`config.mk`:
```
export PLATFORM = sky130hd
export DESIGN_NAME = ice_basics
export DESIGN_NICKNAME = d
export VERILOG_FILES = /design/src/verilog/ice_pkg.sv /design/src/verilog/frame_rx.sv /design/src/verilog/cmd_ctrl.sv /design/src/verilog/param_regs.sv /design/src/verilog/resp_tx.sv /design/src/verilog/ice_basics.sv
export SDC_FILE = /design/constraint.sdc
export NUM_CORES = 1
export LEC_CHECK = 0
export BUFFER_PORTS_ARGS = -buffer_cell sky130_fd_sc_hd__buf_2
export CAP_MARGIN = 20
export CORE_AREA = 8 8 167 169
export CTS_BUF_LIST = sky130_fd_sc_hd__clkbuf_8 sky130_fd_sc_hd__clkbuf_16
export CTS_CLUSTER_SIZE = 24
export DETAILED_ROUTE_END_ITERATION = 6
export DIE_AREA = 0 0 175 177
export PLACE_DENSITY_LB_ADDON = 0.15
export SLEW_MARGIN = 0
export SYNTH_ARGS = -nofsm -noshare
export SYNTH_HDL_FRONTEND = slang
export SYNTH_SLANG_ARGS = --single-unit
```
`constraint.sdc`:
```
create_clock -name clk -period 3.4 [get_ports clk]
set_input_delay 0.68 -clock clk [delete_from_list [all_inputs] [get_ports clk]]
set_output_delay 0.68 -clock clk [all_outputs]
set_load 0.01 [all_outputs]
```
`src/verilog/ice_pkg.sv`:
```
package ice_pkg;

	// Stream and register widths
	localparam int BYTE_W = 8;
	localparam int GPIO_W = 24;
	localparam int PARAM_W = 24;

	// Reset values of the I2C settings
	localparam logic [BYTE_W-1:0] I2C_SPEED_RST = 8'h63;
	localparam logic [2*BYTE_W-1:0] I2C_ADDR_RST = 16'hFFFF;

	// Host command bytes, ASCII
	typedef enum logic [BYTE_W-1:0] {
		CMD_VERSION    = 8'h76,
		CMD_QUERY_I2C  = 8'h49,
		CMD_SET_I2C    = 8'h69,
		CMD_QUERY_GPIO = 8'h47,
		CMD_SET_GPIO   = 8'h67
	} cmd_e;

	// Register targets picked by the selector byte
	// Selector chars: c, a for I2C and l, d, i for GPIO
	typedef enum logic [2:0] {
		SEL_NONE,
		SEL_I2C_SPEED,
		SEL_I2C_ADDR,
		SEL_GPIO_LEVEL,
		SEL_GPIO_DIR,
		SEL_GPIO_INT
	} param_sel_e;

	// First byte of every response
	typedef enum logic [BYTE_W-1:0] {
		RESP_ACK = 8'h00,
		RESP_NAK = 8'h01
	} resp_code_e;

endpackage

```
`src/verilog/frame_rx.sv`:
```
module frame_rx import ice_pkg::*; (
	input  logic              clk,
	input  logic              rst,
	input  logic [BYTE_W-1:0] in_data,
	input  logic              in_valid,
	input  logic              in_frame,
	output cmd_e              cmd,
	output logic              cmd_valid,
	output logic [BYTE_W-1:0] eid,
	output logic [BYTE_W-1:0] pay_data,
	output logic              pay_valid,
	output logic              frame_end
);

	// Header positions: 0 command, 1 event ID, 2 length, 3 payload
	logic       frame_q;
	logic [1:0] pos;
	logic [1:0] cur_pos;
	logic       frame_start;
	logic       take;

	assign frame_start = in_frame && !frame_q;
	// First byte may arrive in the same cycle the frame opens
	assign cur_pos = frame_start ? 2'd0 : pos;
	assign take = in_valid && in_frame;

	always_ff @(posedge clk) begin
		if (rst) begin
			frame_q <= 1'b0;
			pos <= 2'd0;
			cmd_valid <= 1'b0;
			pay_valid <= 1'b0;
			frame_end <= 1'b0;
		end else begin
			frame_q <= in_frame;
			frame_end <= frame_q && !in_frame;
			cmd_valid <= take && (cur_pos == 2'd0);
			pay_valid <= take && (cur_pos == 2'd3);
			// Stays on payload until the next frame starts
			if (take && (cur_pos != 2'd3)) begin
				pos <= cur_pos + 2'd1;
			end else if (frame_start) begin
				pos <= 2'd0;
			end
		end
	end

	always_ff @(posedge clk) begin
		if (take) begin
			pay_data <= in_data;
			if (cur_pos == 2'd0) begin
				cmd <= cmd_e'(in_data);
			end
			// Held for the response of this frame
			if (cur_pos == 2'd1) begin
				eid <= in_data;
			end
		end
	end

endmodule

```
`src/verilog/cmd_ctrl.sv`:
```
module cmd_ctrl import ice_pkg::*; #(
	parameter logic [BYTE_W-1:0] VERSION_MAJOR = 8'h00,
	parameter logic [BYTE_W-1:0] VERSION_MINOR = 8'h04
) (
	input  logic               clk,
	input  logic               rst,
	input  cmd_e               cmd,
	input  logic               cmd_valid,
	input  logic [BYTE_W-1:0]  pay_data,
	input  logic               pay_valid,
	input  logic               frame_end,
	output param_sel_e         wr_sel,
	output logic [BYTE_W-1:0]  wr_data,
	output logic               wr_valid,
	output logic               commit,
	output param_sel_e         rd_sel,
	input  logic [PARAM_W-1:0] rd_word,
	output logic               start,
	output resp_code_e         code,
	output logic [PARAM_W-1:0] data_word,
	output logic [1:0]         data_count,
	input  logic               resp_last
);

	typedef enum logic [2:0] {
		IDLE,
		SELECT,
		VERSION_IN,
		WRITE,
		RESPOND,
		WAIT_RESP,
		COMMIT
	} state_e;

	localparam logic [PARAM_W-1:0] VERSION_WORD =
		{{(PARAM_W-2*BYTE_W){1'b0}}, VERSION_MAJOR, VERSION_MINOR};

	state_e              state;
	cmd_e                cmd_q;
	param_sel_e          sel_q;
	param_sel_e          dec_sel;
	logic [1:0]          dec_len;
	logic [1:0]          len_q;
	logic [1:0]          cnt;
	logic                nak_q;
	logic [2*BYTE_W-1:0] version_in;
	logic                is_query;
	logic                is_gpio_set;

	assign is_query = (cmd_q == CMD_QUERY_I2C) || (cmd_q == CMD_QUERY_GPIO);
	assign is_gpio_set = (cmd_q == CMD_SET_GPIO) && !nak_q;

	// Selector byte to target and byte count, per command family
	always_comb begin
		dec_sel = SEL_NONE;
		dec_len = 2'd0;
		case (cmd_q)
			CMD_QUERY_I2C, CMD_SET_I2C: begin
				if (pay_data == "c") begin
					dec_sel = SEL_I2C_SPEED;
					dec_len = 2'd1;
				end else if (pay_data == "a") begin
					dec_sel = SEL_I2C_ADDR;
					dec_len = 2'd2;
				end
			end
			CMD_QUERY_GPIO, CMD_SET_GPIO: begin
				dec_len = 2'd3;
				if (pay_data == "l") begin
					dec_sel = SEL_GPIO_LEVEL;
				end else if (pay_data == "d") begin
					dec_sel = SEL_GPIO_DIR;
				end else if (pay_data == "i") begin
					dec_sel = SEL_GPIO_INT;
				end
			end
			default: begin
				dec_sel = SEL_NONE;
			end
		endcase
	end

	always_ff @(posedge clk) begin
		if (rst) begin
			state <= IDLE;
			sel_q <= SEL_NONE;
			nak_q <= 1'b0;
			cnt <= 2'd0;
		end else begin
			case (state)
				IDLE: begin
					if (cmd_valid) begin
						nak_q <= 1'b0;
						cnt <= 2'd0;
						state <= (cmd == CMD_VERSION) ? VERSION_IN : SELECT;
					end
				end
				SELECT: begin
					if (frame_end) begin
						state <= IDLE;
					end else if (pay_valid) begin
						sel_q <= dec_sel;
						// Unknown command ends up here too
						if (dec_sel == SEL_NONE) begin
							nak_q <= 1'b1;
							state <= RESPOND;
						end else if (is_query) begin
							state <= RESPOND;
						end else begin
							state <= WRITE;
						end
					end
				end
				VERSION_IN: begin
					if (frame_end) begin
						state <= IDLE;
					end else if (pay_valid) begin
						cnt <= cnt + 2'd1;
						if (cnt == 2'd1) begin
							state <= RESPOND;
						end
					end
				end
				WRITE: begin
					if (frame_end) begin
						state <= IDLE;
					end else if (pay_valid) begin
						cnt <= cnt + 2'd1;
						if (cnt + 2'd1 == len_q) begin
							state <= RESPOND;
						end
					end
				end
				RESPOND: begin
					state <= WAIT_RESP;
				end
				WAIT_RESP: begin
					// GPIO values go live only once the ACK is out
					if (resp_last) begin
						state <= is_gpio_set ? COMMIT : IDLE;
					end
				end
				COMMIT: begin
					state <= IDLE;
				end
				default: begin
					state <= IDLE;
				end
			endcase
		end
	end

	always_ff @(posedge clk) begin
		if (state == IDLE && cmd_valid) begin
			cmd_q <= cmd;
		end
		if (state == SELECT && pay_valid) begin
			len_q <= dec_len;
		end
		if (state == VERSION_IN && pay_valid) begin
			version_in <= {version_in[BYTE_W-1:0], pay_data};
		end
	end

	assign wr_sel = sel_q;
	assign rd_sel = sel_q;
	assign wr_data = pay_data;
	assign wr_valid = (state == WRITE) && pay_valid && !frame_end;
	assign commit = (state == COMMIT);

	// Response fields, sampled by resp_tx while start is high
	always_comb begin
		start = (state == RESPOND);
		code = RESP_ACK;
		data_word = rd_word;
		data_count = 2'd0;
		if (nak_q) begin
			code = RESP_NAK;
		end else if (cmd_q == CMD_VERSION) begin
			data_word = VERSION_WORD;
			if (version_in != {VERSION_MAJOR, VERSION_MINOR}) begin
				code = RESP_NAK;
				data_count = 2'd2;
			end
		end else if (is_query) begin
			data_count = len_q;
		end
	end

endmodule

```
`src/verilog/param_regs.sv`:
```
module param_regs import ice_pkg::*; (
	input  logic                clk,
	input  logic                rst,
	input  param_sel_e          wr_sel,
	input  logic [BYTE_W-1:0]   wr_data,
	input  logic                wr_valid,
	input  logic                commit,
	input  param_sel_e          rd_sel,
	output logic [PARAM_W-1:0]  rd_word,
	input  logic [GPIO_W-1:0]   gpio_read,
	output logic [BYTE_W-1:0]   i2c_speed,
	output logic [2*BYTE_W-1:0] i2c_addr,
	output logic [GPIO_W-1:0]   gpio_level,
	output logic [GPIO_W-1:0]   gpio_direction,
	output logic [GPIO_W-1:0]   gpio_int_enable
);

	logic [GPIO_W-1:0] level_stage;
	logic [GPIO_W-1:0] dir_stage;
	logic [GPIO_W-1:0] int_stage;

	// Live registers
	always_ff @(posedge clk) begin
		if (rst) begin
			i2c_speed <= I2C_SPEED_RST;
			i2c_addr <= I2C_ADDR_RST;
			gpio_level <= '0;
			gpio_direction <= '0;
			gpio_int_enable <= '0;
		end else begin
			// I2C bytes land straight in the live value
			if (wr_valid) begin
				case (wr_sel)
					SEL_I2C_SPEED: i2c_speed <= wr_data;
					SEL_I2C_ADDR: i2c_addr <= {i2c_addr[BYTE_W-1:0], wr_data};
					default: ;
				endcase
			end
			if (commit) begin
				case (wr_sel)
					SEL_GPIO_LEVEL: gpio_level <= level_stage;
					SEL_GPIO_DIR: gpio_direction <= dir_stage;
					SEL_GPIO_INT: gpio_int_enable <= int_stage;
					default: ;
				endcase
			end
		end
	end

	// GPIO staging, MSB first
	always_ff @(posedge clk) begin
		if (wr_valid) begin
			case (wr_sel)
				SEL_GPIO_LEVEL: level_stage <= {level_stage[GPIO_W-BYTE_W-1:0], wr_data};
				SEL_GPIO_DIR: dir_stage <= {dir_stage[GPIO_W-BYTE_W-1:0], wr_data};
				SEL_GPIO_INT: int_stage <= {int_stage[GPIO_W-BYTE_W-1:0], wr_data};
				default: ;
			endcase
		end
	end

	// Right-aligned read word
	always_comb begin
		case (rd_sel)
			SEL_I2C_SPEED: rd_word = PARAM_W'(i2c_speed);
			SEL_I2C_ADDR: rd_word = PARAM_W'(i2c_addr);
			// Level query reports the sampled pins, not the output value
			SEL_GPIO_LEVEL: rd_word = PARAM_W'(gpio_read);
			SEL_GPIO_DIR: rd_word = PARAM_W'(gpio_direction);
			SEL_GPIO_INT: rd_word = PARAM_W'(gpio_int_enable);
			default: rd_word = '0;
		endcase
	end

endmodule

```
`src/verilog/resp_tx.sv`:
```
module resp_tx import ice_pkg::*; (
	input  logic               clk,
	input  logic               rst,
	input  logic               start,
	input  resp_code_e         code,
	input  logic [BYTE_W-1:0]  eid,
	input  logic [PARAM_W-1:0] data_word,
	input  logic [1:0]         data_count,
	output logic [BYTE_W-1:0]  resp_data,
	output logic               resp_valid,
	output logic               resp_last
);

	localparam int SH_W = 2*BYTE_W + PARAM_W;

	logic [SH_W-1:0]    shreg;
	logic [2:0]         remaining;
	logic [PARAM_W-1:0] aligned;

	// Move the used low bytes of data_word to the top
	assign aligned = data_word << (BYTE_W * (3 - int'(data_count)));

	always_ff @(posedge clk) begin
		if (rst) begin
			remaining <= 3'd0;
		end else if (start) begin
			remaining <= 3'd2 + {1'b0, data_count};
		end else if (remaining != 3'd0) begin
			remaining <= remaining - 3'd1;
		end
	end

	always_ff @(posedge clk) begin
		if (start) begin
			shreg <= {code, eid, aligned};
		end else if (remaining != 3'd0) begin
			shreg <= shreg << BYTE_W;
		end
	end

	// One byte per cycle from the top of the shift register
	assign resp_data = shreg[SH_W-1 -: BYTE_W];
	assign resp_valid = (remaining != 3'd0);
	assign resp_last = (remaining == 3'd1);

endmodule

```
`src/verilog/ice_basics.sv`:
```
module ice_basics import ice_pkg::*; #(
	parameter logic [BYTE_W-1:0] VERSION_MAJOR = 8'h00,
	parameter logic [BYTE_W-1:0] VERSION_MINOR = 8'h04
) (
	input  logic                clk,
	input  logic                rst,
	input  logic [BYTE_W-1:0]   in_data,
	input  logic                in_valid,
	input  logic                in_frame,
	input  logic [GPIO_W-1:0]   gpio_read,
	output logic [BYTE_W-1:0]   resp_data,
	output logic                resp_valid,
	output logic                resp_last,
	output logic [BYTE_W-1:0]   i2c_speed,
	output logic [2*BYTE_W-1:0] i2c_addr,
	output logic [GPIO_W-1:0]   gpio_level,
	output logic [GPIO_W-1:0]   gpio_direction,
	output logic [GPIO_W-1:0]   gpio_int_enable
);

	cmd_e               cmd;
	logic               cmd_valid;
	logic [BYTE_W-1:0]  eid;
	logic [BYTE_W-1:0]  pay_data;
	logic               pay_valid;
	logic               frame_end;
	param_sel_e         wr_sel;
	logic [BYTE_W-1:0]  wr_data;
	logic               wr_valid;
	logic               commit;
	param_sel_e         rd_sel;
	logic [PARAM_W-1:0] rd_word;
	logic               start;
	resp_code_e         code;
	logic [PARAM_W-1:0] data_word;
	logic [1:0]         data_count;

	frame_rx u_frame_rx (
		.clk(clk),
		.rst(rst),
		.in_data(in_data),
		.in_valid(in_valid),
		.in_frame(in_frame),
		.cmd(cmd),
		.cmd_valid(cmd_valid),
		.eid(eid),
		.pay_data(pay_data),
		.pay_valid(pay_valid),
		.frame_end(frame_end)
	);

	cmd_ctrl #(
		.VERSION_MAJOR(VERSION_MAJOR),
		.VERSION_MINOR(VERSION_MINOR)
	) u_cmd_ctrl (
		.clk(clk),
		.rst(rst),
		.cmd(cmd),
		.cmd_valid(cmd_valid),
		.pay_data(pay_data),
		.pay_valid(pay_valid),
		.frame_end(frame_end),
		.wr_sel(wr_sel),
		.wr_data(wr_data),
		.wr_valid(wr_valid),
		.commit(commit),
		.rd_sel(rd_sel),
		.rd_word(rd_word),
		.start(start),
		.code(code),
		.data_word(data_word),
		.data_count(data_count),
		.resp_last(resp_last)
	);

	param_regs u_param_regs (
		.clk(clk),
		.rst(rst),
		.wr_sel(wr_sel),
		.wr_data(wr_data),
		.wr_valid(wr_valid),
		.commit(commit),
		.rd_sel(rd_sel),
		.rd_word(rd_word),
		.gpio_read(gpio_read),
		.i2c_speed(i2c_speed),
		.i2c_addr(i2c_addr),
		.gpio_level(gpio_level),
		.gpio_direction(gpio_direction),
		.gpio_int_enable(gpio_int_enable)
	);

	resp_tx u_resp_tx (
		.clk(clk),
		.rst(rst),
		.start(start),
		.code(code),
		.eid(eid),
		.data_word(data_word),
		.data_count(data_count),
		.resp_data(resp_data),
		.resp_valid(resp_valid),
		.resp_last(resp_last)
	);

endmodule

```
==> results.toml <==
[grt]
top_usage_layer = "met2"
grt_pass1_wl_um = 47200
grt_use_met1 = 0.257
antenna_found_initial = 0
use_met2 = 0.318
grt-ovfl-total = 0
met3_usage = 0.0446
grt_use_total = 0.196
grt_max_degree = 59
grt_pass1_vias = 7911

[die]
die_area_mm2 = 0.0310
die_y_um = 177
fp.dieW_um = 175
initial_core_util = 0.439
core_area_mm2 = 0.0255
ios = 142
fp-row-count = 59

[logic_synthesis]
synth_ff_type = "edfxtp_1"
synth_cell_types = 76
synthArstFlopShare = 0
synth_cells = 999
ys_seq_elements = 276
synth_warnings = 0
synth_nets = 1042
synth.avg_cell_area_um2 = 11.2
seq_area_frac_synth = 0.638
synth_edf_count = 162
syn_area_mm2 = 0.0112

[clock_network]
numCtsBuffers = 29
cts.clk_slew.worst_paths_ns = 0.06
postCtsResizedCells = 0
cts_tree = "yes"
clk_latency_ns = 0.55
root_buffer = "clkbuf_16"
cts_buffer_depth = 3
post_cts_buffers = 0
clock_sink_count = 276
ctsHoldBuffers = 0
ctsHtreeMaxLevel = 1

[route]
vias = 8161
drc = 0
avgRoutedWirePerCell_um = 21.1
ant_nets = 0
vias_per_cell = 5.50
drt-initial-drc-count = 583
wl_um = 31300
first_pass_iters = 5

[place]
hpwl_um = 21600
gp_congestion = 0.920
port_buffers = 141

[min_path]
whs_endpoint = "u_frame_rx.cmd[2]"
holdPathStages = 1
hold_start = "in_data[2]"
worstHoldPathType = "in -> reg"

[power_and_ir_drop]
p_seq_frac = 0.520
p_leak_uw = 0.00492
power_switching_uw = 1850
clockPowerShare = 0.392
power_density_mw_per_mm2 = 598
switching_share = 0.235
p_int_uw = 6020
ir_drop_uv = 378
pwr-share-comb = 0.088

[finish]
antenna_cells = 0
nets = 1168
drive_gt1_frac = 0.210
nFillCells = 2338
fin_util = 0.516
area_growth_pct = 17.5

[worst_setup_path]
critPathCaptureType = "register"
max_stage_delay_ns = 0.77
worst_path_max_delay_cell = "dfxtp_1"
critPathKind = "reg -> reg"
crit_arrival_ns = 3.01
crit_required_ns = 3.78
r2r_cells = 6
critical-path-top-delay-family = "simple AND/OR/NAND/NOR gates"
cp.buffers_inverters = 1
crit_path_start_kind = "register"
r2r_start = "u_cmd_ctrl.rd_sel[2]"
path_max_fanout = 22
path_depth = 6
r2r_end = "u_resp_tx.shreg[10]"
path_cells = "nor2b_1 -> buf_4 -> o21ba_1 -> or2_1 -> or3_1 -> o211ai_2"
rrSetupSlack_ns = 0.77

[sta]
final.setup_skew_ns = 0.0278
setup_viol = 0
tightest_slew_ns = 0.979
drv_slew = 0
relSlewSlack = 0.345
fmax_ghz = 0.380
hold_viol_final = 0
rsz0062_at_grt = "no"
finalCritPeriodShare = 0.775
setup_total_negative_slack_ns = 0
min_period_ns = 2.63

[run]
cap_violations = 0

[status]
status = "complete, no violations"
==> metrics by stage <==
stage | hold WS, ns | instance area, µm² | setup slack [ns] | total power (µW) | cells
final | 0.363 | 13200 | 0.766 | 7870 | 1483
after global routing | 0.339 | 13200 | 0.706 | 8170 | 1483
after CTS | 0.345 | 13200 | 0.838 | 7950 | 1483
after detailed placement | 0.428 | 12200 | 0.879 | 4870 | 1429
after global placement | 0.429 | 12200 | 0.914 | 4860 | 1429
after floorplan | 0.417 | 11200 | 0.427 | 4610 | 999
==> power groups by stage <==
stage / registers, µW / clock network (µW) / logic [µW]
after global routing: 4120 / 3280 / 777
final: 4090 / 3080 / 694
after floorplan: 4100 / 0 / 515
after global placement: 4160 / 0 / 700
after detailed placement: 4170 / 0 / 703
after CTS: 4100 / 3150 / 706
==> cell usage in the layout, fill, tap and decap left out, drive strengths merged, types with 10 or more instances in the layout <==
| master | synthesis | final |
|---|---|---|
| nand2 | 239 | 239 |
| buf | 31 | 163 |
| edfxtp | 162 | 162 |
| dfxtp | 114 | 114 |
| a21oi | 90 | 90 |
| nor2 | 41 | 41 |
| clkbuf | 37 | 30 |
| inv | 19 | 27 |
| nand3b | 21 | 21 |
| mux2i | 19 | 19 |
| a221oi | 14 | 14 |
| nand3 | 13 | 13 |
| nand2b | 12 | 12 |
| clkinv | 0 | 12 |
| o21ai | 12 | 12 |
| a22o | 11 | 11 |
| and4b | 10 | 10 |
==> state kept, by name, summed over array words and instances (netlist names), 3 cells and up <==
| name | cells |
|---|---|
| u_resp_tx.shreg | 40 |
| u_param_regs.dir_stage | 24 |
| u_param_regs.gpio_direction | 24 |
| u_param_regs.gpio_int_enable | 24 |
| u_param_regs.gpio_level | 24 |
| u_param_regs.int_stage | 24 |
| u_param_regs.level_stage | 24 |
| u_cmd_ctrl.version_in | 16 |
| u_param_regs.i2c_addr | 16 |
| u_cmd_ctrl.cmd_q | 8 |
| u_frame_rx.cmd | 8 |
| u_frame_rx.eid | 8 |
| u_frame_rx.pay_data | 8 |
| u_param_regs.i2c_speed | 8 |
| u_cmd_ctrl.rd_sel | 3 |
| u_cmd_ctrl.state | 3 |
| u_resp_tx.remaining | 3 |
==> cells by family after synthesis <==
group	count (synthesis)	synth area share
AND/OR/NAND/NOR	419	0.186
AO/OA/AOI/OAI	186	0.112
flip-flops	276	0.638
buffers and inverters	87	0.0349
XOR/XNOR	5	0.00391
adder cells (fa/ha/maj)	7	0.00782
multiplexers	19	0.0170
==> Yosys cell counts (10+ instances only) <==
library cell | n | area (µm²)
clkbuf_1 | 37 | 139
dfxtp_1 | 114 | 2280
nand3_1 | 12 | 60.1
a22o_1 | 11 | 96.3
a221oi_1 | 14 | 123
a21oi_1 | 89 | 445
nand3b_1 | 21 | 158
edfxtp_1 | 162 | 4860
inv_1 | 19 | 71.3
and4b_1 | 10 | 100
nor2_1 | 41 | 154
mux2i_1 | 19 | 190
nand2b_1 | 12 | 75.1
nand2_1 | 239 | 897
buf_2 | 18 | 90.1
==> worst max-delay path by stage <==
stage                               startpoint                       end  slack [ns]
after floorplan            u_cmd_ctrl.state[1]  u_cmd_ctrl.version_in[0]        0.43
after global placement    u_cmd_ctrl.rd_sel[2]       u_resp_tx.shreg[10]        0.91
after detailed placement  u_cmd_ctrl.rd_sel[2]       u_resp_tx.shreg[10]        0.88
after CTS                 u_cmd_ctrl.rd_sel[2]       u_resp_tx.shreg[10]        0.84
after global routing      u_cmd_ctrl.rd_sel[2]       u_resp_tx.shreg[10]        0.71
final                     u_cmd_ctrl.rd_sel[2]       u_resp_tx.shreg[10]        0.77
==> metal layers <==
| layer | vias up | share of wire |
|---|---|---|
| li1 | 3842 | - |
| met1 | 3958 | 0.43 |
| met2 | 306 | 0.46 |
| met3 | 55 | 0.077 |
| met4 | 0 | 0.030 |
| met5 | - | 0 |
==> final cells by class <==
type / instances / area, µm² / share of cell area
clock buffer: 30 / 739 / 0.0562
clock inverter: 24 / 191 / 0.0146
inverter: 19 / 71.3 / 0.00542
multi-input combinational: 636 / 3690 / 0.280
sequential: 276 / 7150 / 0.543
tap: 335 / 419 / 0.0319
timing repair buffer: 163 / 898 / 0.0683
Note: power is estimated with default switching activity, not from simulation.
